`config.mk`:
```
export PLATFORM = sky130hd
export DESIGN_NAME = axi_wr_ctrl
export DESIGN_NICKNAME = d
export VERILOG_FILES = /design/src/verilog/axi_mem_pkg.sv /design/src/verilog/axi_wr_ctrl.sv
export VERILOG_INCLUDE_DIRS = /design/src /design/src/verilog
export SDC_FILE = /design/constraint.sdc
export NUM_CORES = 1
export LEC_CHECK = 0
export ABC_AREA = 1
export BUFFER_PORTS_ARGS = -buffer_cell sky130_fd_sc_hd__buf_4
export CAP_MARGIN = 20
export CELL_PAD_IN_SITES_DETAIL_PLACEMENT = 1
export CELL_PAD_IN_SITES_GLOBAL_PLACEMENT = 1
export CORE_AREA = 4 4 262 264
export CTS_CLUSTER_DIAMETER = 100
export CTS_CLUSTER_SIZE = 14
export DETAILED_ROUTE_END_ITERATION = 8
export DIE_AREA = 0 0 266 268
export GPL_TIMING_DRIVEN = 0
export PLACE_DENSITY = 0.38
export SLEW_MARGIN = 5
export SYNTH_ARGS = -nofsm -noshare
export SYNTH_HDL_FRONTEND = slang
export SYNTH_SLANG_ARGS = --single-unit
```
`constraint.sdc`:
```
create_clock -name clk -period 2.5 [get_ports clk]
set_input_delay 0.125 -clock clk [delete_from_list [all_inputs] [get_ports clk]]
set_output_delay 0.125 -clock clk [all_outputs]
set_load 0.02 [all_outputs]
```
`src/verilog/axi_mem_defs.svh`:
```
`ifndef AXI_MEM_DEFS_SVH
`define AXI_MEM_DEFS_SVH

// one beat on the data channels
`define AXI_DATA_W 256

// one strobe bit per data byte
`define AXI_STRB_W 32

`define AXI_ID_W 6

`define AXI_ADDR_W 64

// a 64-byte line holds two beats
`define MEM_LINES 64
`define LINE_BEATS 2

// line index sits in address bits 11 to 6
`define LINE_OFS 6
`define LINE_IDX_W 6

// write response queue
`define BRESP_DEPTH 4
`define BRESP_PTR_W 2

`endif

```
`src/verilog/axi_mem_pkg.sv`:
```
`include "axi_mem_defs.svh"

package axi_mem_pkg;

	typedef logic [`AXI_DATA_W-1:0] data_t;
	typedef logic [`AXI_STRB_W-1:0] strb_t;
	typedef logic [`AXI_ID_W-1:0] id_t;
	typedef logic [`AXI_ADDR_W-1:0] addr_t;
	typedef logic [7:0] len_t;
	typedef logic [`LINE_IDX_W-1:0] line_idx_t;
	// always OKAY here
	typedef logic [1:0] resp_t;

	// AW and AR carry the same fields
	typedef struct packed {
		id_t id;
		addr_t addr;
		len_t len;
	} aw_req_t;

	typedef struct packed {
		id_t id;
		addr_t addr;
		len_t len;
	} ar_req_t;

	typedef struct packed {
		data_t data;
		strb_t strb;
	} w_beat_t;

	typedef struct packed {
		id_t id;
		resp_t resp;
	} b_rsp_t;

	typedef struct packed {
		id_t id;
		data_t data;
		resp_t resp;
		logic last;
	} r_beat_t;

	// one strobed write into the line storage
	typedef struct packed {
		line_idx_t idx;
		logic beat;
		data_t data;
		strb_t strb;
	} mem_wr_t;

	typedef enum logic {
		WR_IDLE,
		WR_DATA
	} wr_state_t;

	typedef enum logic [1:0] {
		RD_IDLE,
		RD_FETCH,
		RD_SEND
	} rd_state_t;

endpackage

```
`src/verilog/axi_wr_ctrl.sv`:
```
`include "axi_mem_defs.svh"

module axi_wr_ctrl import axi_mem_pkg::*; (
	input logic clk,
	input logic rst_n,
	input logic aw_valid,
	output logic aw_ready,
	input aw_req_t aw,
	input logic w_valid,
	output logic w_ready,
	input w_beat_t w,
	input logic full,
	output logic push_valid,
	output id_t push_id,
	output logic mem_wr_en,
	output mem_wr_t mem_wr
);

	wr_state_t state;
	logic live;
	logic beat;
	logic beat_last;
	id_t wr_id;
	line_idx_t wr_idx;
	logic aw_hs;
	logic w_hs;
	logic last_beat;

	// a full response queue holds AW off
	assign aw_ready = live && (state == WR_IDLE) && !full;
	assign w_ready = (state == WR_DATA);

	assign aw_hs = aw_valid && aw_ready;
	assign w_hs = w_valid && w_ready;

	// len bit 0 picks one or two beats
	assign last_beat = (beat == beat_last);

	always_ff @(posedge clk) begin
		if (!rst_n) begin
			state <= WR_IDLE;
			live <= 1'b0;
			beat <= 1'b0;
			beat_last <= 1'b0;
		end else begin
			live <= 1'b1;
			case (state)
				WR_IDLE: begin
					if (aw_hs) begin
						state <= WR_DATA;
						beat <= 1'b0;
						beat_last <= aw.len[0];
					end
				end
				WR_DATA: begin
					if (w_hs) begin
						beat <= beat + 1'b1;
						if (last_beat) begin
							state <= WR_IDLE;
						end
					end
				end
				default: state <= WR_IDLE;
			endcase
		end
	end

	always_ff @(posedge clk) begin
		if (aw_hs) begin
			wr_id <= aw.id;
			wr_idx <= aw.addr[`LINE_OFS +: `LINE_IDX_W];
		end
	end

	// each accepted beat goes straight to storage
	always_comb begin
		mem_wr_en = w_hs;
		mem_wr.idx = wr_idx;
		mem_wr.beat = beat;
		mem_wr.data = w.data;
		mem_wr.strb = w.strb;
	end

	assign push_valid = w_hs && last_beat;
	assign push_id = wr_id;

endmodule

```
==> flow_metrics.tcl <==
set metrics [dict create \
    finish.instance_area_um2 6320 \
    start_util_pct 4.11 \
    grt_pass1_vias 3256 \
    wl_per_cell_um 10.4 \
    ys_warn_count 0 \
    syn_nets 700 \
    tightest_slew_ns 0.290 \
    rsz0062_at_grt "no" \
    postCtsSetupBuffers 0 \
    grt_first_pass_wirelength_um 19600 \
    p_total_mw 1.76 \
    drcViolationCount 0 \
    die_x_um 266 \
    fmax_ghz 0.767 \
    yosysSeqAreaShare_pct 16.1 \
    core_area_um2 66600 \
    cts_resized 0 \
    critPathMostFrequentCell "inv_1" \
    yosysMostFrequentCell "buf_4" \
    clock_path_buffers 2 \
    ant_nets 0 \
    avgSynthCellArea_um2 8.31 \
    via_count 3001 \
    synth_cells 329 \
    synth_top_area_cell "buf_4" \
    antenna_found_initial 1 \
    synth.area.top_cells "buf_4 79%, edfxtp_1 13%, dfxtp_1 2.9%, inv_1 0.82%, nand4_4 0.78%" \
    period_needed_ns 1.30 \
    drtPass1Iterations 2 \
    cts_buffers 3 \
    fin_cells 1529 \
    dp_cells 1524 \
    p_clk_share_pct 17.9 \
    cp.arrival_ns 1.18 \
    die_h_um 268 \
    cts_root_buffer "clkbuf_16" \
    cts_sinks 16 \
    path_clk_slew_ns 0.05 \
    status "completed" \
    multi_input_area_um2 92.6 \
    fillCellCount 8040 \
    dpl_cell_area_um2 6240 \
    drive_above_1_share_pct 94.4 \
    clk_latency_ns 0.25 \
    cp-start-kind "flip-flop" \
    routed_wl_um 15900 \
    nNetsFinal 1027 \
    h-tree-depth 1 \
    io_buffers 322 \
    fin_tns_setup_ns 0 \
    comb_power_share_pct 65.0 \
    power.internal_mw 1.12 \
    path_class "flip-flop to primary output" \
    syn_area_um2 2730 \
    ys_ff_latch 16 \
    finalClockSkew_ns 0.00741 \
    relSlewSlack_pct 80.6 \
    routed_via_density 1.96 \
    min_path_type "input pin to flip-flop" \
    path_cells "nand2_1, inv_1, nand3_2, inv_1, buf_4" \
    rows 95 \
    peakVddDrop_mv 0.177 \
    fin_crit_sh_pct 52.1 \
    slowest_stage "dfxtp_1" \
    design.die.area_um2 71300 \
    maxCapViolCount 0 \
    dp_hpwl_um 15200 \
    synthFlopType "edfxtp_1" \
    finalHoldViolations 0 \
    synth_top_area_share_pct 79.4 \
    synth_common_cells "289 x buf_4, 12 x edfxtp_1, 6 x inv_1" \
    area_growth_pct 131 \
    end_kind "primary output" \
    path_max_fanout 4 \
    slowest_delay_ns 0.39 \
    finalSetupViolations 0 \
    cts_tree "yes" \
    synthArstFlopShare_pct 0 \
    synth_edf_count 12 \
    slew_violations 0 \
    hold-worst-slack_ns 0.00705 \
    netSwitchingPower_mw 0.646 \
    ioPinCount 676 \
    seqPwrFrac_pct 17.1 \
    crit_required_ns 2.38 \
    gr-total-overflow 0 \
    postCtsHoldBufs 0 \
    ys_types 13 \
    gp_congestion 0.850 \
    power.leakage_nw 3.20 \
    swShare_pct 36.6 \
    register_area_um2 440 \
    grt_usage_pct 3.58 \
    grt_max_degree 14 \
    initialDrtViolationCount 47 \
    power.density_nw_per_um2 279 \
]
## final timing paths
kind,start,to,slack [ns],cells past startpoint
worst max-delay path,w_ready,push_valid,1.20,5
worst min-delay path,rst_n,live,0.007,1
worst max register to register,w_ready,push_id[4],1.36,3
worst min register to register,beat_last,beat_last,0.51,2
## worst max-delay path, delay by kind of cell, from the launching register on
kind / cells / cell delay, ns
DFF: 1 / 0.39
buffers and inverters: 3 / 0.32
and+or+nand+nor: 2 / 0.22
## layout by cell type (no fill, tap or decap), drive strengths merged
master  synthesis  layout
a21boi          1       1
nand4           1       1
edfxtp         12      12
o21ai           1       1
clkinv          0       1
nand3           3       3
a21oi           1       1
clkbuf          0       3
buf           289     611
inv             8       8
nand2           5       5
diode           0       1
nor2            4       4
dfxtp           4       4
## state kept, by name, summed over array words and instances (netlist names)
| signal | flops |
|---|---|
| push_id | 6 |
| wr_idx | 6 |
| beat | 1 |
| beat_last | 1 |
| live | 1 |
| w_ready | 1 |
## routing by layer
metal  vias up  GRT usage [%]  part of all wire (%)
met5         -              0                     0
met1      1300           2.48                    23
met2       326           8.44                    62
li1       1365              -                     -
met3        10          0.998                    12
met4         0           1.25                   2.8
## power groups by stage
stage          Sequential (mW)  Combinational (mW)  Clock, mW
2_1_floorplan            0.314               0.693          0
3_3_place_gp             0.307                1.16          0
3_5_place_dp             0.308                1.16          0
4_1_cts                  0.302                1.17      0.324
5_1_grt                  0.303                1.20      0.338
6_report                 0.302                1.15      0.315
## metrics by stage
stage               setup WS, ns  utilization (%)
floorplan                   1.36                -
global placement            1.33             9.38
finish                      1.20             9.50
detailed placement          1.33             9.38
global route                1.12             9.50
CTS                         1.18             9.50
## final cells by class
type / instances / share of cell area (%)
Clock buffer: 3 / 1.19
Inverter: 8 / 0.475
Tap cell: 873 / 17.3
Timing Repair Buffer: 322 / 38.2
Clock inverter: 1 / 0.0594
Sequential cell: 16 / 6.96
Buffer: 289 / 34.3
Multi-Input combinational cell: 16 / 1.46
Antenna cell: 1 / 0.0396
## logic make-up after synthesis
| group | share of synthesized area [%] |
|---|---|
| flip-flops | 16.1 |
| buffers and inverters | 80.5 |
| AO/OA/AOI/OAI | 0.641 |
| AND/OR/NAND/NOR | 2.75 |
Power figures use the tool's default switching activity.
