### src/verilog/axi_mem_defs.svh
`ifndef AXI_MEM_DEFS_SVH
`define AXI_MEM_DEFS_SVH

// one beat on the data channels
`define AXI_DATA_W 256

// one strobe bit per data byte
`define AXI_STRB_W 32

`define AXI_ID_W 6

`define AXI_ADDR_W 64

// a 64-byte line holds two beats
`define MEM_LINES 64
`define LINE_BEATS 2

// line index sits in address bits 11 to 6
`define LINE_OFS 6
`define LINE_IDX_W 6

// write response queue
`define BRESP_DEPTH 4
`define BRESP_PTR_W 2

`endif

### src/verilog/axi_mem_pkg.sv
`include "axi_mem_defs.svh"

package axi_mem_pkg;

	typedef logic [`AXI_DATA_W-1:0] data_t;
	typedef logic [`AXI_STRB_W-1:0] strb_t;
	typedef logic [`AXI_ID_W-1:0] id_t;
	typedef logic [`AXI_ADDR_W-1:0] addr_t;
	typedef logic [7:0] len_t;
	typedef logic [`LINE_IDX_W-1:0] line_idx_t;
	// always OKAY here
	typedef logic [1:0] resp_t;

	// AW and AR carry the same fields
	typedef struct packed {
		id_t id;
		addr_t addr;
		len_t len;
	} aw_req_t;

	typedef struct packed {
		id_t id;
		addr_t addr;
		len_t len;
	} ar_req_t;

	typedef struct packed {
		data_t data;
		strb_t strb;
	} w_beat_t;

	typedef struct packed {
		id_t id;
		resp_t resp;
	} b_rsp_t;

	typedef struct packed {
		id_t id;
		data_t data;
		resp_t resp;
		logic last;
	} r_beat_t;

	// one strobed write into the line storage
	typedef struct packed {
		line_idx_t idx;
		logic beat;
		data_t data;
		strb_t strb;
	} mem_wr_t;

	typedef enum logic {
		WR_IDLE,
		WR_DATA
	} wr_state_t;

	typedef enum logic [1:0] {
		RD_IDLE,
		RD_FETCH,
		RD_SEND
	} rd_state_t;

endpackage

### src/verilog/axi_bresp_queue.sv
`include "axi_mem_defs.svh"

module axi_bresp_queue import axi_mem_pkg::*; (
	input logic clk,
	input logic rst_n,
	input logic push_valid,
	input id_t push_id,
	output logic full,
	output logic b_valid,
	input logic b_ready,
	output b_rsp_t b
);

	id_t fifo [`BRESP_DEPTH];
	logic [`BRESP_PTR_W-1:0] wr_ptr;
	logic [`BRESP_PTR_W-1:0] rd_ptr;
	logic [`BRESP_PTR_W:0] count;
	logic push;
	logic pop;

	assign full = (count == (`BRESP_PTR_W+1)'(`BRESP_DEPTH));
	assign push = push_valid && !full;
	assign pop = b_valid && b_ready;

	// head entry sits on B until taken
	assign b_valid = (count != '0);
	assign b.id = fifo[rd_ptr];
	assign b.resp = '0;

	always_ff @(posedge clk) begin
		if (!rst_n) begin
			wr_ptr <= '0;
			rd_ptr <= '0;
			count <= '0;
		end else begin
			if (push) begin
				wr_ptr <= wr_ptr + 1'b1;
			end
			if (pop) begin
				rd_ptr <= rd_ptr + 1'b1;
			end
			case ({push, pop})
				2'b10: count <= count + 1'b1;
				2'b01: count <= count - 1'b1;
				default: count <= count;
			endcase
		end
	end

	always_ff @(posedge clk) begin
		if (push) begin
			fifo[wr_ptr] <= push_id;
		end
	end

endmodule

### config.mk
export PLATFORM = sky130hd
export DESIGN_NAME = axi_bresp_queue
export DESIGN_NICKNAME = d
export VERILOG_FILES = /design/src/verilog/axi_mem_pkg.sv /design/src/verilog/axi_bresp_queue.sv
export VERILOG_INCLUDE_DIRS = /design/src /design/src/verilog
export SDC_FILE = /design/constraint.sdc
export NUM_CORES = 1
export LEC_CHECK = 0
export BUFFER_PORTS_ARGS = -buffer_cell sky130_fd_sc_hd__buf_2
export CAP_MARGIN = 20
export CORE_ASPECT_RATIO = 1.2
export CORE_MARGIN = 1
export CORE_UTILIZATION = 45
export CTS_CLUSTER_SIZE = 24
export DETAILED_ROUTE_END_ITERATION = 12
export GPL_TIMING_DRIVEN = 0
export PLACE_DENSITY = 0.65
export SKIP_CTS_REPAIR_TIMING = 1
export SYNTH_ARGS = -nofsm -noshare
export SYNTH_HDL_FRONTEND = slang
export SYNTH_SLANG_ARGS = --single-unit
### constraint.sdc
create_clock -name clk -period 5.23 [get_ports clk]
set_input_delay 0.7845 -clock clk [delete_from_list [all_inputs] [get_ports clk]]
set_output_delay 0.7845 -clock clk [all_outputs]
set_load 0.1 [all_outputs]
==> impl_metrics.xml <==
<?xml version="1.0" encoding="UTF-8"?>
<metrics>
  <group name="die">
    <metric name="placement_rows" unit="">21</metric>
    <metric name="die_area" unit="um^2">3290</metric>
    <metric name="initial_core_util" unit="%">48.1</metric>
    <metric name="core-area" unit="um^2">2860</metric>
    <metric name="die_h" unit="um">62.6</metric>
    <metric name="horizontal_die_dimension" unit="um">52.5</metric>
    <metric name="floorplan.io_pins" unit="">20</metric>
  </group>
  <group name="power">
    <metric name="leakage" unit="nW">0.579</metric>
    <metric name="power.switching_fraction" unit="%">45.5</metric>
    <metric name="power.density" unit="nW/um^2">561</metric>
    <metric name="seq_power_share" unit="%">39.6</metric>
    <metric name="power_spent_charging_and_discharging_nets" unit="uW">397</metric>
    <metric name="comb_power_share" unit="%">45.8</metric>
    <metric name="power_report.internal_total" unit="uW">475</metric>
    <metric name="fin_total_pwr" unit="uW">872</metric>
    <metric name="share_clk_of_total_power" unit="%">14.7</metric>
    <metric name="worst_ir_drop_vdd" unit="uV">343</metric>
  </group>
  <group name="drt">
    <metric name="remaining_drc_errors" unit="">0</metric>
    <metric name="drt-initial-drc-count" unit="">16</metric>
    <metric name="detailedRoute.firstPassIterationCount" unit="">3</metric>
    <metric name="final_antenna_net_count" unit="">0</metric>
    <metric name="vias_per_cell" unit="">4.99</metric>
    <metric name="routedWlPerCell" unit="um">13.6</metric>
    <metric name="dr_vias" unit="">723</metric>
    <metric name="drt_wl_total" unit="um">1980</metric>
  </group>
  <group name="final_layout">
    <metric name="drive_gt1_share" unit="%">30.6</metric>
    <metric name="utilization" unit="%">54.3</metric>
    <metric name="num-fill-cells" unit="">249</metric>
    <metric name="final_antenna_diode_count" unit="">0</metric>
    <metric name="area_growth_syn_to_layout" unit="%">12.7</metric>
    <metric name="final_net_count" unit="">126</metric>
  </group>
  <group name="worst_setup_path">
    <metric name="startpoint_type" unit="">flop</metric>
    <metric name="arrival_time_of_data_at_the_critical_path_endpoint" unit="ns">1.68</metric>
    <metric name="worst-endpoint-required" unit="ns">4.45</metric>
    <metric name="timing.critical_path.buf_inv" unit="">2</metric>
    <metric name="critical_path.max_stage_delay" unit="ns">0.52</metric>
    <metric name="setup.reg_to_reg.worst_slack" unit="ns">3.06</metric>
    <metric name="critical_path.cell_chain" unit="">buf_2 &gt; mux4_2 &gt; buf_2</metric>
    <metric name="worst-setup-path-type" unit="">flop to output port</metric>
    <metric name="kind_of_cell_adding_the_most_delay_to_the_critical_path" unit="">buffers and inverters</metric>
    <metric name="crit_path_most_repeated_cell" unit="">sky130_fd_sc_hd__buf_2</metric>
    <metric name="slowest_stage" unit="">sky130_fd_sc_hd__mux4_2</metric>
    <metric name="timing.critical_path.to_type" unit="">output port</metric>
    <metric name="path_max_fanout" unit="">6</metric>
  </group>
  <group name="logic_synthesis">
    <metric name="yosys-top-cells-count" unit="">sky130_fd_sc_hd__edfxtp_1, sky130_fd_sc_hd__dfxtp_1, sky130_fd_sc_hd__and2_1, sky130_fd_sc_hd__inv_1, sky130_fd_sc_hd__mux4_2</metric>
    <metric name="ys_async_sr_fraction" unit="%">0</metric>
    <metric name="synth.distinct_cells" unit="">24</metric>
    <metric name="synth_top_area_share" unit="%">52.3</metric>
    <metric name="synthesis.area" unit="um^2">1380</metric>
    <metric name="ys_top_cells_by_area" unit="">sky130_fd_sc_hd__edfxtp_1, sky130_fd_sc_hd__dfxtp_1, sky130_fd_sc_hd__mux4_2</metric>
    <metric name="synth.ff_latch_count" unit="">33</metric>
    <metric name="synth_warnings" unit="">0</metric>
    <metric name="synth_top_flop_cell" unit="">sky130_fd_sc_hd__edfxtp_1</metric>
    <metric name="netlist_instances" unit="">86</metric>
    <metric name="synthDominantAreaCellType" unit="">sky130_fd_sc_hd__edfxtp_1</metric>
    <metric name="synth_enable_flop_cells" unit="">24</metric>
    <metric name="most_used_standard_cell_by_instance_count_after_synthesis" unit="">sky130_fd_sc_hd__edfxtp_1</metric>
    <metric name="synth_sequential_area_ratio" unit="%">65.3</metric>
    <metric name="syn-mean-instance-area" unit="um^2">16.0</metric>
  </group>
  <group name="place">
    <metric name="dp_slack" unit="ns">2.75</metric>
    <metric name="gp_congestion" unit="">0.659</metric>
    <metric name="place_hpwl" unit="um">1390</metric>
    <metric name="number_of_port_buffers" unit="">16</metric>
  </group>
  <group name="status">
    <metric name="status" unit="">finished clean</metric>
  </group>
  <group name="global_routing">
    <metric name="globalRouteOverflowTotal" unit="">0</metric>
    <metric name="vias_in_the_first_global_route" unit="">685</metric>
    <metric name="grt_usage" unit="%">14.8</metric>
    <metric name="grt_start_max_net_pins" unit="">11</metric>
    <metric name="grt_busiest_layer" unit="">met2</metric>
    <metric name="fraction_of_met1_tracks_used_by_global_routing" unit="%">15.3</metric>
    <metric name="grtUsageMet3" unit="%">7.54</metric>
    <metric name="antenna_violations_before_repair" unit="">0</metric>
    <metric name="grtUsageMet2" unit="%">23.7</metric>
    <metric name="grt_pass1_wl" unit="um">3230</metric>
  </group>
  <group name="timing">
    <metric name="final_hold_viol_count" unit="">0</metric>
    <metric name="fin_crit" unit="ns">2.47</metric>
    <metric name="finClkSkew" unit="ns">0.00484</metric>
    <metric name="clock.fmax" unit="MHz">405</metric>
    <metric name="final-max-slew-violation-count" unit="">0</metric>
    <metric name="timing.final.setup_violations" unit="">0</metric>
    <metric name="post-route-worst-setup-slack" unit="ns">2.76</metric>
    <metric name="share_of_the_clock_period_used_by_the_worst_path_after_layout" unit="%">47.2</metric>
    <metric name="unrepaired_setup_endpoints_after_global_routing" unit="">no</metric>
    <metric name="setup_tns" unit="ns">0</metric>
  </group>
  <group name="cts">
    <metric name="cts_root_cell" unit="">sky130_fd_sc_hd__clkbuf_4</metric>
    <metric name="clock-sinks" unit="">33</metric>
    <metric name="tritoncts" unit="">built</metric>
    <metric name="htree_num_levels" unit="">2</metric>
    <metric name="max-clock-path-buffers" unit="">2</metric>
    <metric name="clk_transition_reported_paths" unit="ns">0.09</metric>
    <metric name="numCtsBuffers" unit="">5</metric>
    <metric name="worstSkewPairLatency" unit="ns">0.32</metric>
  </group>
  <group name="job">
    <metric name="cap_viol_max_count" unit="">0</metric>
  </group>
  <group name="worst_hold_path">
    <metric name="worstHoldPathType" unit="">flop to flop</metric>
  </group>
</metrics>
cells by family after synthesis:
group	share of synthesized area [%]
xor gates and xnor gates	2.54
muxes	11.3
DFF	65.3
AOI/OAI and AO/OA	2.63
other	0.272
buffers and inverters	4.17
and+or+nand+nor	7.80
adders and majority gates	5.99
cell usage in the layout, fill, tap and decap left out, types with 3 or more instances in the layout:
cell / Yosys / final
sky130_fd_sc_hd__and2_1: 7 / 7
sky130_fd_sc_hd__buf_2: 1 / 17
sky130_fd_sc_hd__clkbuf_1: 1 / 3
sky130_fd_sc_hd__clkbuf_4: 0 / 5
sky130_fd_sc_hd__dfxtp_1: 9 / 9
sky130_fd_sc_hd__edfxtp_1: 24 / 24
sky130_fd_sc_hd__ha_1: 5 / 5
sky130_fd_sc_hd__inv_1: 6 / 6
sky130_fd_sc_hd__mux4_2: 6 / 6
sky130_fd_sc_hd__nand2_1: 5 / 5
sky130_fd_sc_hd__nor2b_1: 3 / 3
sky130_fd_sc_hd__xnor2_1: 3 / 3
power groups by stage:
| stage | clock, mW | sequential [mW] | combinational [mW] |
|---|---|---|---|
| floorplan | 0 | 0.344 | 0.356 |
| global placement | 0 | 0.350 | 0.399 |
| detailed placement | 0 | 0.352 | 0.403 |
| CTS | 0.135 | 0.346 | 0.403 |
| global route | 0.147 | 0.350 | 0.424 |
| finish | 0.128 | 0.345 | 0.399 |
routing by layer:
layer / vias up / wire length [um] / part of all wire [%]
met5: - / 0 / 0
met4: 0 / 51 / 2.6
met3: 7 / 107 / 5.4
met2: 17 / 1010 / 51
met1: 348 / 802 / 41
li1: 351 / - / -
per-stage QoR:
step / hold slack, ns / std cells / cell area, um^2
floorplan: 0.468 / 87 / 1380
global placement: 0.484 / 137 / 1510
detailed placement: 0.491 / 137 / 1510
CTS: 0.508 / 145 / 1550
global route: 0.532 / 145 / 1550
finish: 0.499 / 145 / 1550
final cells by class:
class	instances	area, um^2	area share, %
sequential	33	901	58.0
multi-input combinational	43	424	27.3
timing repair buffer	16	80.1	5.15
clock buffer	7	45.0	2.90
tap	34	42.5	2.74
buffer	5	35.0	2.25
inverter	6	22.5	1.45
clock inverter	1	3.75	0.242
final timing paths:
check | start | to | cells past startpoint
max | flop | b[4] | 3
min reg2reg | wr_ptr[1]$_SDFFE_PN0P_ | wr_ptr[1]$_SDFFE_PN0P_ | 2
min | wr_ptr[1]$_SDFFE_PN0P_ | wr_ptr[1]$_SDFFE_PN0P_ | 2
max reg2reg | count[2]$_SDFFE_PN0P_ | count[2]$_SDFFE_PN0P_ | 10
registers in the layout, indices dropped and copies added (netlist names), named ones only:
signal,cells
fifo,24
count,3
rd_ptr,2
wr_ptr,2
worst min-delay path: cells and delay by family (launching register included):
kind	cells	cell delay, ns
flip-flops	1	0.34
multiplexers	1	0.05
AND/OR/NAND/NOR	1	0.06
(Power assumes the default switching activity.)
