## config.mk

```make
export PLATFORM = sky130hd
export DESIGN_NAME = axi_rd_ctrl
export DESIGN_NICKNAME = d
export VERILOG_FILES = /design/src/verilog/axi_mem_pkg.sv /design/src/verilog/axi_rd_ctrl.sv
export VERILOG_INCLUDE_DIRS = /design/src /design/src/verilog
export SDC_FILE = /design/constraint.sdc
export NUM_CORES = 1
export LEC_CHECK = 0
export ABC_CLOCK_PERIOD_IN_PS = 1200
export BUFFER_PORTS_ARGS = -buffer_cell sky130_fd_sc_hd__buf_2
export CAP_MARGIN = 20
export CORE_AREA = 2 2 339 341
export DETAILED_ROUTE_END_ITERATION = 8
export DIE_AREA = 0 0 341 343
export GPL_TIMING_DRIVEN = 0
export SLEW_MARGIN = 40
export SYNTH_ARGS = -nofsm -noshare
export SYNTH_HDL_FRONTEND = slang
export SYNTH_SLANG_ARGS = --single-unit
```

## constraint.sdc

```tcl
create_clock -name clk -period 1.2 [get_ports clk]
set_input_delay 0.24 -clock clk [delete_from_list [all_inputs] [get_ports clk]]
set_output_delay 0.24 -clock clk [all_outputs]
set_load 0.02 [all_outputs]
```

## src/verilog/axi_mem_defs.svh

```systemverilog
`ifndef AXI_MEM_DEFS_SVH
`define AXI_MEM_DEFS_SVH

// one beat on the data channels
`define AXI_DATA_W 256

// one strobe bit per data byte
`define AXI_STRB_W 32

`define AXI_ID_W 6

`define AXI_ADDR_W 64

// a 64-byte line holds two beats
`define MEM_LINES 64
`define LINE_BEATS 2

// line index sits in address bits 11 to 6
`define LINE_OFS 6
`define LINE_IDX_W 6

// write response queue
`define BRESP_DEPTH 4
`define BRESP_PTR_W 2

`endif

```

## src/verilog/axi_mem_pkg.sv

```systemverilog
`include "axi_mem_defs.svh"

package axi_mem_pkg;

	typedef logic [`AXI_DATA_W-1:0] data_t;
	typedef logic [`AXI_STRB_W-1:0] strb_t;
	typedef logic [`AXI_ID_W-1:0] id_t;
	typedef logic [`AXI_ADDR_W-1:0] addr_t;
	typedef logic [7:0] len_t;
	typedef logic [`LINE_IDX_W-1:0] line_idx_t;
	// always OKAY here
	typedef logic [1:0] resp_t;

	// AW and AR carry the same fields
	typedef struct packed {
		id_t id;
		addr_t addr;
		len_t len;
	} aw_req_t;

	typedef struct packed {
		id_t id;
		addr_t addr;
		len_t len;
	} ar_req_t;

	typedef struct packed {
		data_t data;
		strb_t strb;
	} w_beat_t;

	typedef struct packed {
		id_t id;
		resp_t resp;
	} b_rsp_t;

	typedef struct packed {
		id_t id;
		data_t data;
		resp_t resp;
		logic last;
	} r_beat_t;

	// one strobed write into the line storage
	typedef struct packed {
		line_idx_t idx;
		logic beat;
		data_t data;
		strb_t strb;
	} mem_wr_t;

	typedef enum logic {
		WR_IDLE,
		WR_DATA
	} wr_state_t;

	typedef enum logic [1:0] {
		RD_IDLE,
		RD_FETCH,
		RD_SEND
	} rd_state_t;

endpackage

```

## src/verilog/axi_rd_ctrl.sv

```systemverilog
`include "axi_mem_defs.svh"

module axi_rd_ctrl import axi_mem_pkg::*; (
	input logic clk,
	input logic rst_n,
	input logic ar_valid,
	output logic ar_ready,
	input ar_req_t ar,
	output logic rd_en,
	output line_idx_t rd_idx,
	input data_t [`LINE_BEATS-1:0] rd_line,
	output logic r_valid,
	input logic r_ready,
	output r_beat_t r
);

	rd_state_t state;
	logic live;
	logic beat;
	logic beat_last;
	id_t rd_id;
	logic ar_hs;
	logic r_hs;

	assign ar_ready = live && (state == RD_IDLE);
	assign ar_hs = ar_valid && ar_ready;
	assign r_hs = r_valid && r_ready;

	// storage read happens during fetch
	assign rd_en = (state == RD_FETCH);

	always_ff @(posedge clk) begin
		if (!rst_n) begin
			state <= RD_IDLE;
			live <= 1'b0;
			beat <= 1'b0;
			beat_last <= 1'b0;
		end else begin
			live <= 1'b1;
			case (state)
				RD_IDLE: begin
					if (ar_hs) begin
						state <= RD_FETCH;
						beat <= 1'b0;
						beat_last <= ar.len[0];
					end
				end
				RD_FETCH: state <= RD_SEND;
				RD_SEND: begin
					if (r_hs) begin
						beat <= beat + 1'b1;
						if (beat == beat_last) begin
							state <= RD_IDLE;
						end
					end
				end
				default: state <= RD_IDLE;
			endcase
		end
	end

	always_ff @(posedge clk) begin
		if (ar_hs) begin
			rd_id <= ar.id;
			rd_idx <= ar.addr[`LINE_OFS +: `LINE_IDX_W];
		end
	end

	// rd_line only moves in fetch, so r stays put under back-pressure
	assign r_valid = (state == RD_SEND);
	assign r.id = rd_id;
	assign r.data = rd_line[beat];
	assign r.resp = '0;
	assign r.last = (beat == beat_last);

endmodule

```

==> reports/results.ini, run 1 <==
[worst_setup_path]
slowest_stage = dfxtp_2
critical_path_class = register to primary output
crit_path_cell_trace = buf_12 -> buf_16 -> bufbuf_16 -> mux2_4 -> buf_4
r2r-start = beat$_SDFFE_PN0P_
r2r-end = beat$_SDFFE_PN0P_
rrSetupSlack_ns = -0.13
cp.depth = 5
r2r_cells = 7
cp-endpoint = r[227]
crit_required_ns = 0.96
max_stage_delay_ns = 0.34
path_buf_inv = 4
critPathLaunchType = register
endpoint_kind = primary output
arrival_ns = 1.78
crit_start = beat$_SDFFE_PN0P_
cp_max_fo = 9
critPathTopFamily = buffers and inverters

[synthesis]
avgSynthCellArea_um2 = 14.2
synth_top_area_cell = mux2_4
yosysMostFrequentCell = mux2_4
synth_area_um2 = 4570
ys.flop_type = edfxtp_1
synth.top_cell.area_share_pct = 65.7
async_flop_share_pct = 0
yosysSeqAreaShare_pct = 10.1
synth-edff-count = 12
synthTopCellsByArea = mux2_4 66%, mux2_2 14%, edfxtp_1 7.9%
yosysWarnings = 0
ys_seq_elements = 17
synthCells = 321
synth_cell_types = 22
post_synth_most_frequent_cells = 200 x mux2_4, 56 x mux2_2, 13 x buf_6

[clock_tree]
clkSlewWorstSetupHoldPaths_ns = 0.08
cts.sink_count = 17
cts_max_path_buffers = 2
ctsHoldBuffers = 0
h-tree-depth = 1
cts_buffers = 3
clk_latency_ns = 0.29
cts-root-buf = clkbuf_16
cts_tree = yes

[routing]
wl_per_cell_um = 31.4
remaining_drc_errors = 0
drtIter0Drc = 311
dr.pass1.iters = 4
num_vias = 7171
antenna_left = 0
routed_wl_um = 84500
via_per_inst = 2.67

[place]
dp_hpwl_um = 78700
port_buffers = 800
gp_congestion = 0.924

[hold_path]
hp-class = primary input to register

[die]
row_count = 124
die_area_um2 = 117000
die_x_um = 341
die_h_um = 343
ios = 868
core-area_um2 = 113000
start_util_pct = 4.03

[sta]
finalWorstSetupSlack_ns = -0.815
clock_skew_ns = 0.0151
slew_viol_final = 0
finalSetupTns_ns = -184.74
worst_hold_slack_ns = 0.114
max_clock_freq_ghz = 0.496
setup_viol = 274
hold_viol = 0
period_share_pct = 168
fin_crit_ns = 2.02
rsz0062_at_grt = yes

[layout]
final_util_pct = 11.3
drive_gt1_share_pct = 97.8
nNetsFinal = 1759
area_growth_pct = 180

[pwr]
ir_worst_vdd_v = 0.000495
power_mw = 6.17
p_per_area_nw_per_um2 = 482
p_leak_nw = 5.99

[global_routing]
grt_remaining_overflow = 0
grt_pass1_wl_um = 94900
grt_start_max_net_pins = 15
grt_pass1_vias = 6516
antenna_found_initial = 131
grt_use_total_pct = 13.5

[status]
status = finished with violations
violations = setup timing

[run]
maxCapViolCount = 0

-- sequential cells by signal (all words and copies together) (netlist names) --
signal	cells
rd_id	6
rd_idx	6
state	2
beat	1
beat_last	1
live	1
-- cell usage in the layout, fill, tap and decap left out, types with 10 or more instances in the layout --
| cell type | synthesis | final |
|---|---|---|
| buf_16 | 0 | 10 |
| buf_2 | 4 | 619 |
| buf_6 | 13 | 157 |
| buf_12 | 0 | 32 |
| buf_8 | 12 | 14 |
| diode_2 | 0 | 14 |
| clkbuf_16 | 0 | 12 |
| edfxtp_1 | 12 | 12 |
| mux2_2 | 56 | 36 |
| mux2_4 | 200 | 220 |
| buf_4 | 2 | 26 |
-- worst register-to-register path: cells and delay by family, from the launching register on --
| kind | cells | cell delay, ns |
|---|---|---|
| mux | 1 | 0.12 |
| buf+inv | 5 | 0.71 |
| compound gates | 1 | 0.06 |
| flops | 1 | 0.33 |
-- through the flow --
stage / worst slack (ns) / cell area [um^2] / instances
after CTS: -0.855 / 11900 / 2661
after global placement: -0.713 / 10600 / 2634
final: -0.815 / 12800 / 2690
after floorplan: -0.121 / 4720 / 322
after global routing: -0.863 / 12800 / 2680
after detailed placement: -0.708 / 10600 / 2634
-- where the power goes --
part           switching [mW]  total (mW)  internal [mW]
logic                    2.29        4.65           2.36
clock network           0.403       0.856          0.454
registers              0.0149       0.669          0.654
total                    2.71        6.17           3.47
-- how the worst min path moves through the flow --
stage,cells after the start,endpoint,startpoint
after detailed placement,1,rd_idx[1]$_DFFE_PN_,ar[15]
final,1,rd_idx[1]$_DFFE_PN_,ar[15]
after global routing,1,rd_id[5]$_DFFE_PN_,ar[77]
after CTS,1,rd_idx[1]$_DFFE_PN_,ar[15]
after floorplan,0,live$_DFF_P_,rst_n
after global placement,1,rd_id[2]$_DFFE_PN_,ar[74]
-- cell type report --
cell class	instances	area, um^2
clock inverter	1	5.00
buffer	31	608
tap	1512	1890
timing repair buffer	838	5840
clock buffer	3	75.1
antenna	14	35.0
fill	13100	101000
multi-input combinational	274	3880
sequential	17	469
-- cells by family (layout without fill, tap and decap cells) --
kind of cell | after synthesis | count (layout) | share of synthesized area [%]
simple gates | 8 | 8 | 1.15
compound gates | 5 | 5 | 0.711
other cells | 1 | 16 | 0.0820
flops | 17 | 17 | 10.1
xor+xnor | 1 | 1 | 0.192
buf+inv | 31 | 873 | 7.91
mux | 258 | 258 | 79.9
-- per-layer routing --
metal  vias to the layer above  GRT usage (%)  routed length (um)
met5                         -              0                 322
met4                        48           1.39                2290
met3                       202           9.34               14800
met2                       756           20.2               34500
met1                      3235           16.2               32700
li1                       2930              -                   -
-- what timing repair did --
| action | in CTS | in global routing |
|---|---|---|
| cloned | 8 | 9 |
| gates resized for setup | 247 | 212 |
| buffers inserted | 15 | 8 |
| pin swaps | 0 | 4 |
| setup endpoints to repair | 275 | 276 |
No activity file was read; power rests on OpenSTA's default activity.
==> run 2, diff against run 1 <==
ABC_CLOCK_PERIOD_IN_PS = 2100   (was 1200)
RECOVER_POWER = 50   (was not set)
clock period = 2.1 ns   (was 1.2 ns; I/O delays follow)
==> run 2 against run 1 <==
Net effect:
- the flow still finishes with violations (setup timing)
- routed wire length is 13% lower
- global-route usage is 1.8 points lower
- final area is 7.3% lower
- power is 48% lower
- critical path type unchanged
- critical endpoint is now r[76]
- largest power group unchanged
==> reports/results.ini, run 2 (synthesized netlist as in run 1, its figures left out) <==
[status]
status = finished with violations
violations = setup timing

[layout]
mostFrequentLayoutCells = 651 x buf_2, 200 x mux2_4, 109 x buf_6
layout_commonest_cell = buf_2
ff_latch_area_um2 = 462  ; -1.6%
multiInputGateArea_um2 = 3750  ; -3.1%
area_growth_pct = 160
fin_cells = 2665  ; -0.93%
nNetsFinal = 1733  ; -1.5%
fillerInstances = 13100  ; +0.70%
drive_gt1_share_pct = 95.0  ; -2.8 points
reg_top3 = rd_id x6, rd_idx x6, state x2

[hold_path]
hp-class = primary input to register

[routing]
antenna_left = 0  ; unchanged
dr.pass1.iters = 4  ; unchanged
drtIter0Drc = 255  ; -18%
num_vias = 6819  ; -4.9%
remaining_drc_errors = 0  ; unchanged
wl_per_cell_um = 27.7  ; -12%
via_per_inst = 2.56  ; -4.0%
routed_wl_um = 73700  ; -13%

[sta]
worst_pin_slew_ns = 1.01
finalSetupTns_ns = -0.422  ; +184.31 ns
clock_skew_ns = 0.0105  ; -0.00467 ns
slew-limit-headroom_pct = 32.5
worst_hold_slack_ns = 0.312  ; +0.198 ns
rsz0062_at_grt = yes
hold_viol = 0  ; unchanged
period_share_pct = 102
slew_viol_final = 0  ; unchanged
setup_viol = 29  ; -89%
max_clock_freq_ghz = 0.467
finalWorstSetupSlack_ns = -0.0427  ; +0.772 ns
fin_crit_ns = 2.14

[worst_setup_path]
critical_path_class = register to primary output
crit_required_ns = 1.68  ; +0.72 ns
arrival_ns = 1.72  ; -0.06 ns
critPathLaunchType = register
rrSetupSlack_ns = 0.36  ; +0.49 ns
endpoint_kind = primary output
cp_max_fo = 10  ; +1

[clock_tree]
cts-root-buf = clkbuf_16
clkSlewWorstSetupHoldPaths_ns = 0.07  ; about the same
cts_tree = yes
clk_latency_ns = 0.28  ; about the same
cts.sink_count = 17  ; unchanged
cts_buffers = 3  ; unchanged
h-tree-depth = 1  ; unchanged
ctsHoldBuffers = 0  ; unchanged
cts_max_path_buffers = 2  ; unchanged

[die]
die_x_um = 341  ; unchanged
core-area_um2 = 113000  ; unchanged
die_area_um2 = 117000  ; unchanged
die_h_um = 343  ; unchanged
start_util_pct = 4.03  ; unchanged
row_count = 124  ; unchanged
ios = 868  ; unchanged

[global_routing]
grt_use_total_pct = 11.7  ; -1.8 points
antenna_found_initial = 129  ; -1.5%
grt_start_max_net_pins = 15  ; unchanged
grt_remaining_overflow = 0  ; unchanged
grt_pass1_vias = 6150  ; -5.6%
grt_pass1_wl_um = 83000  ; -13%

[pwr]
power_mw = 3.24  ; -48%
ir_worst_vdd_v = 0.000191  ; -61%
p_per_area_nw_per_um2 = 273  ; -43%
p_leak_nw = 5.53  ; -7.7%

[place]
dp_hpwl_um = 69500  ; -12%
port_buffers = 800  ; unchanged
place_ws_ns = 0.0393  ; +0.748 ns
gp_congestion = 0.879  ; -4.8%
place_inst = 2634  ; unchanged

[run]
maxCapViolCount = 0  ; unchanged

[run 2: cell types whose count changed in the layout (fill, tap and decap cells not counted), sizes merged]
cell / delta
diode: +1
clkinvlp: +1
buf: -48
bufbuf: -1
clkbuf: +23
clkinv: -1
[run 2: worst max-delay path, stage by stage, from the launching register on]
cell     delay, ns
dfxtp_2       0.34
buf_12        0.16
buf_16        0.19
buf_12        0.18
mux2_4        0.30
buf_2         0.20
[run 2: area by class of cell]
class,count,share of cell area [%]
Antenna cell,15,0.316
Buffer,30,4.66
Clock buffer,3,0.632
Clock inverter,1,0.0632
Multi-Input combinational cell,274,31.6
Sequential cell,17,3.89
Tap cell,1512,15.9
Timing Repair Buffer,813,42.9
[run 2: path summary, 6_finish.rpt]
path / endpoint / cells after the start / from
worst max-delay path: r[76] / 5 / beat$_SDFFE_PN0P_
worst min-delay path: rd_id[2]$_DFFE_PN_ / 1 / ar[74]
worst max register to register: beat_last$_SDFFE_PN0P_ / 3 / state[0]$_SDFFE_PN0P_
worst min register to register: beat_last$_SDFFE_PN0P_ / 2 / beat_last$_SDFFE_PN0P_
[run 2: layer usage]
layer | routed length [um] | up-vias | global-route usage [%]
met5 | 103 | - | 0
met4 | 1820 | 16 | 1.15
met3 | 13700 | 166 | 7.91
met2 | 30000 | 752 | 17.4
met1 | 28200 | 3012 | 14.2
li1 | - | 2873 | -
[run 2: what timing repair did]
item / 4_1_cts / 5_1_grt
cloned: 2 / 8
gates resized for setup: 148 / 173
buffers inserted: 4 / 0
setup endpoints to repair: 241 / 199
[run 2: metrics by stage]
| step | area (um^2) | utilization (%) |
|---|---|---|
| global route | 11800 | 10.4 |
| global placement | 10500 | 9.23 |
| finish | 11900 | 10.5 |
| CTS | 11100 | 9.83 |
| detailed placement | 10500 | 9.23 |
| floorplan | 4580 | - |
[run 2: power breakdown]
group | switching (mW) | total, mW | internal, mW | leakage (nW)
logic | 1.20 | 2.41 | 1.21 | 5.34
registers | 0.00652 | 0.382 | 0.376 | 0.153
clock network | 0.191 | 0.450 | 0.260 | 0.0372
total | 1.39 | 3.24 | 1.84 | 5.53
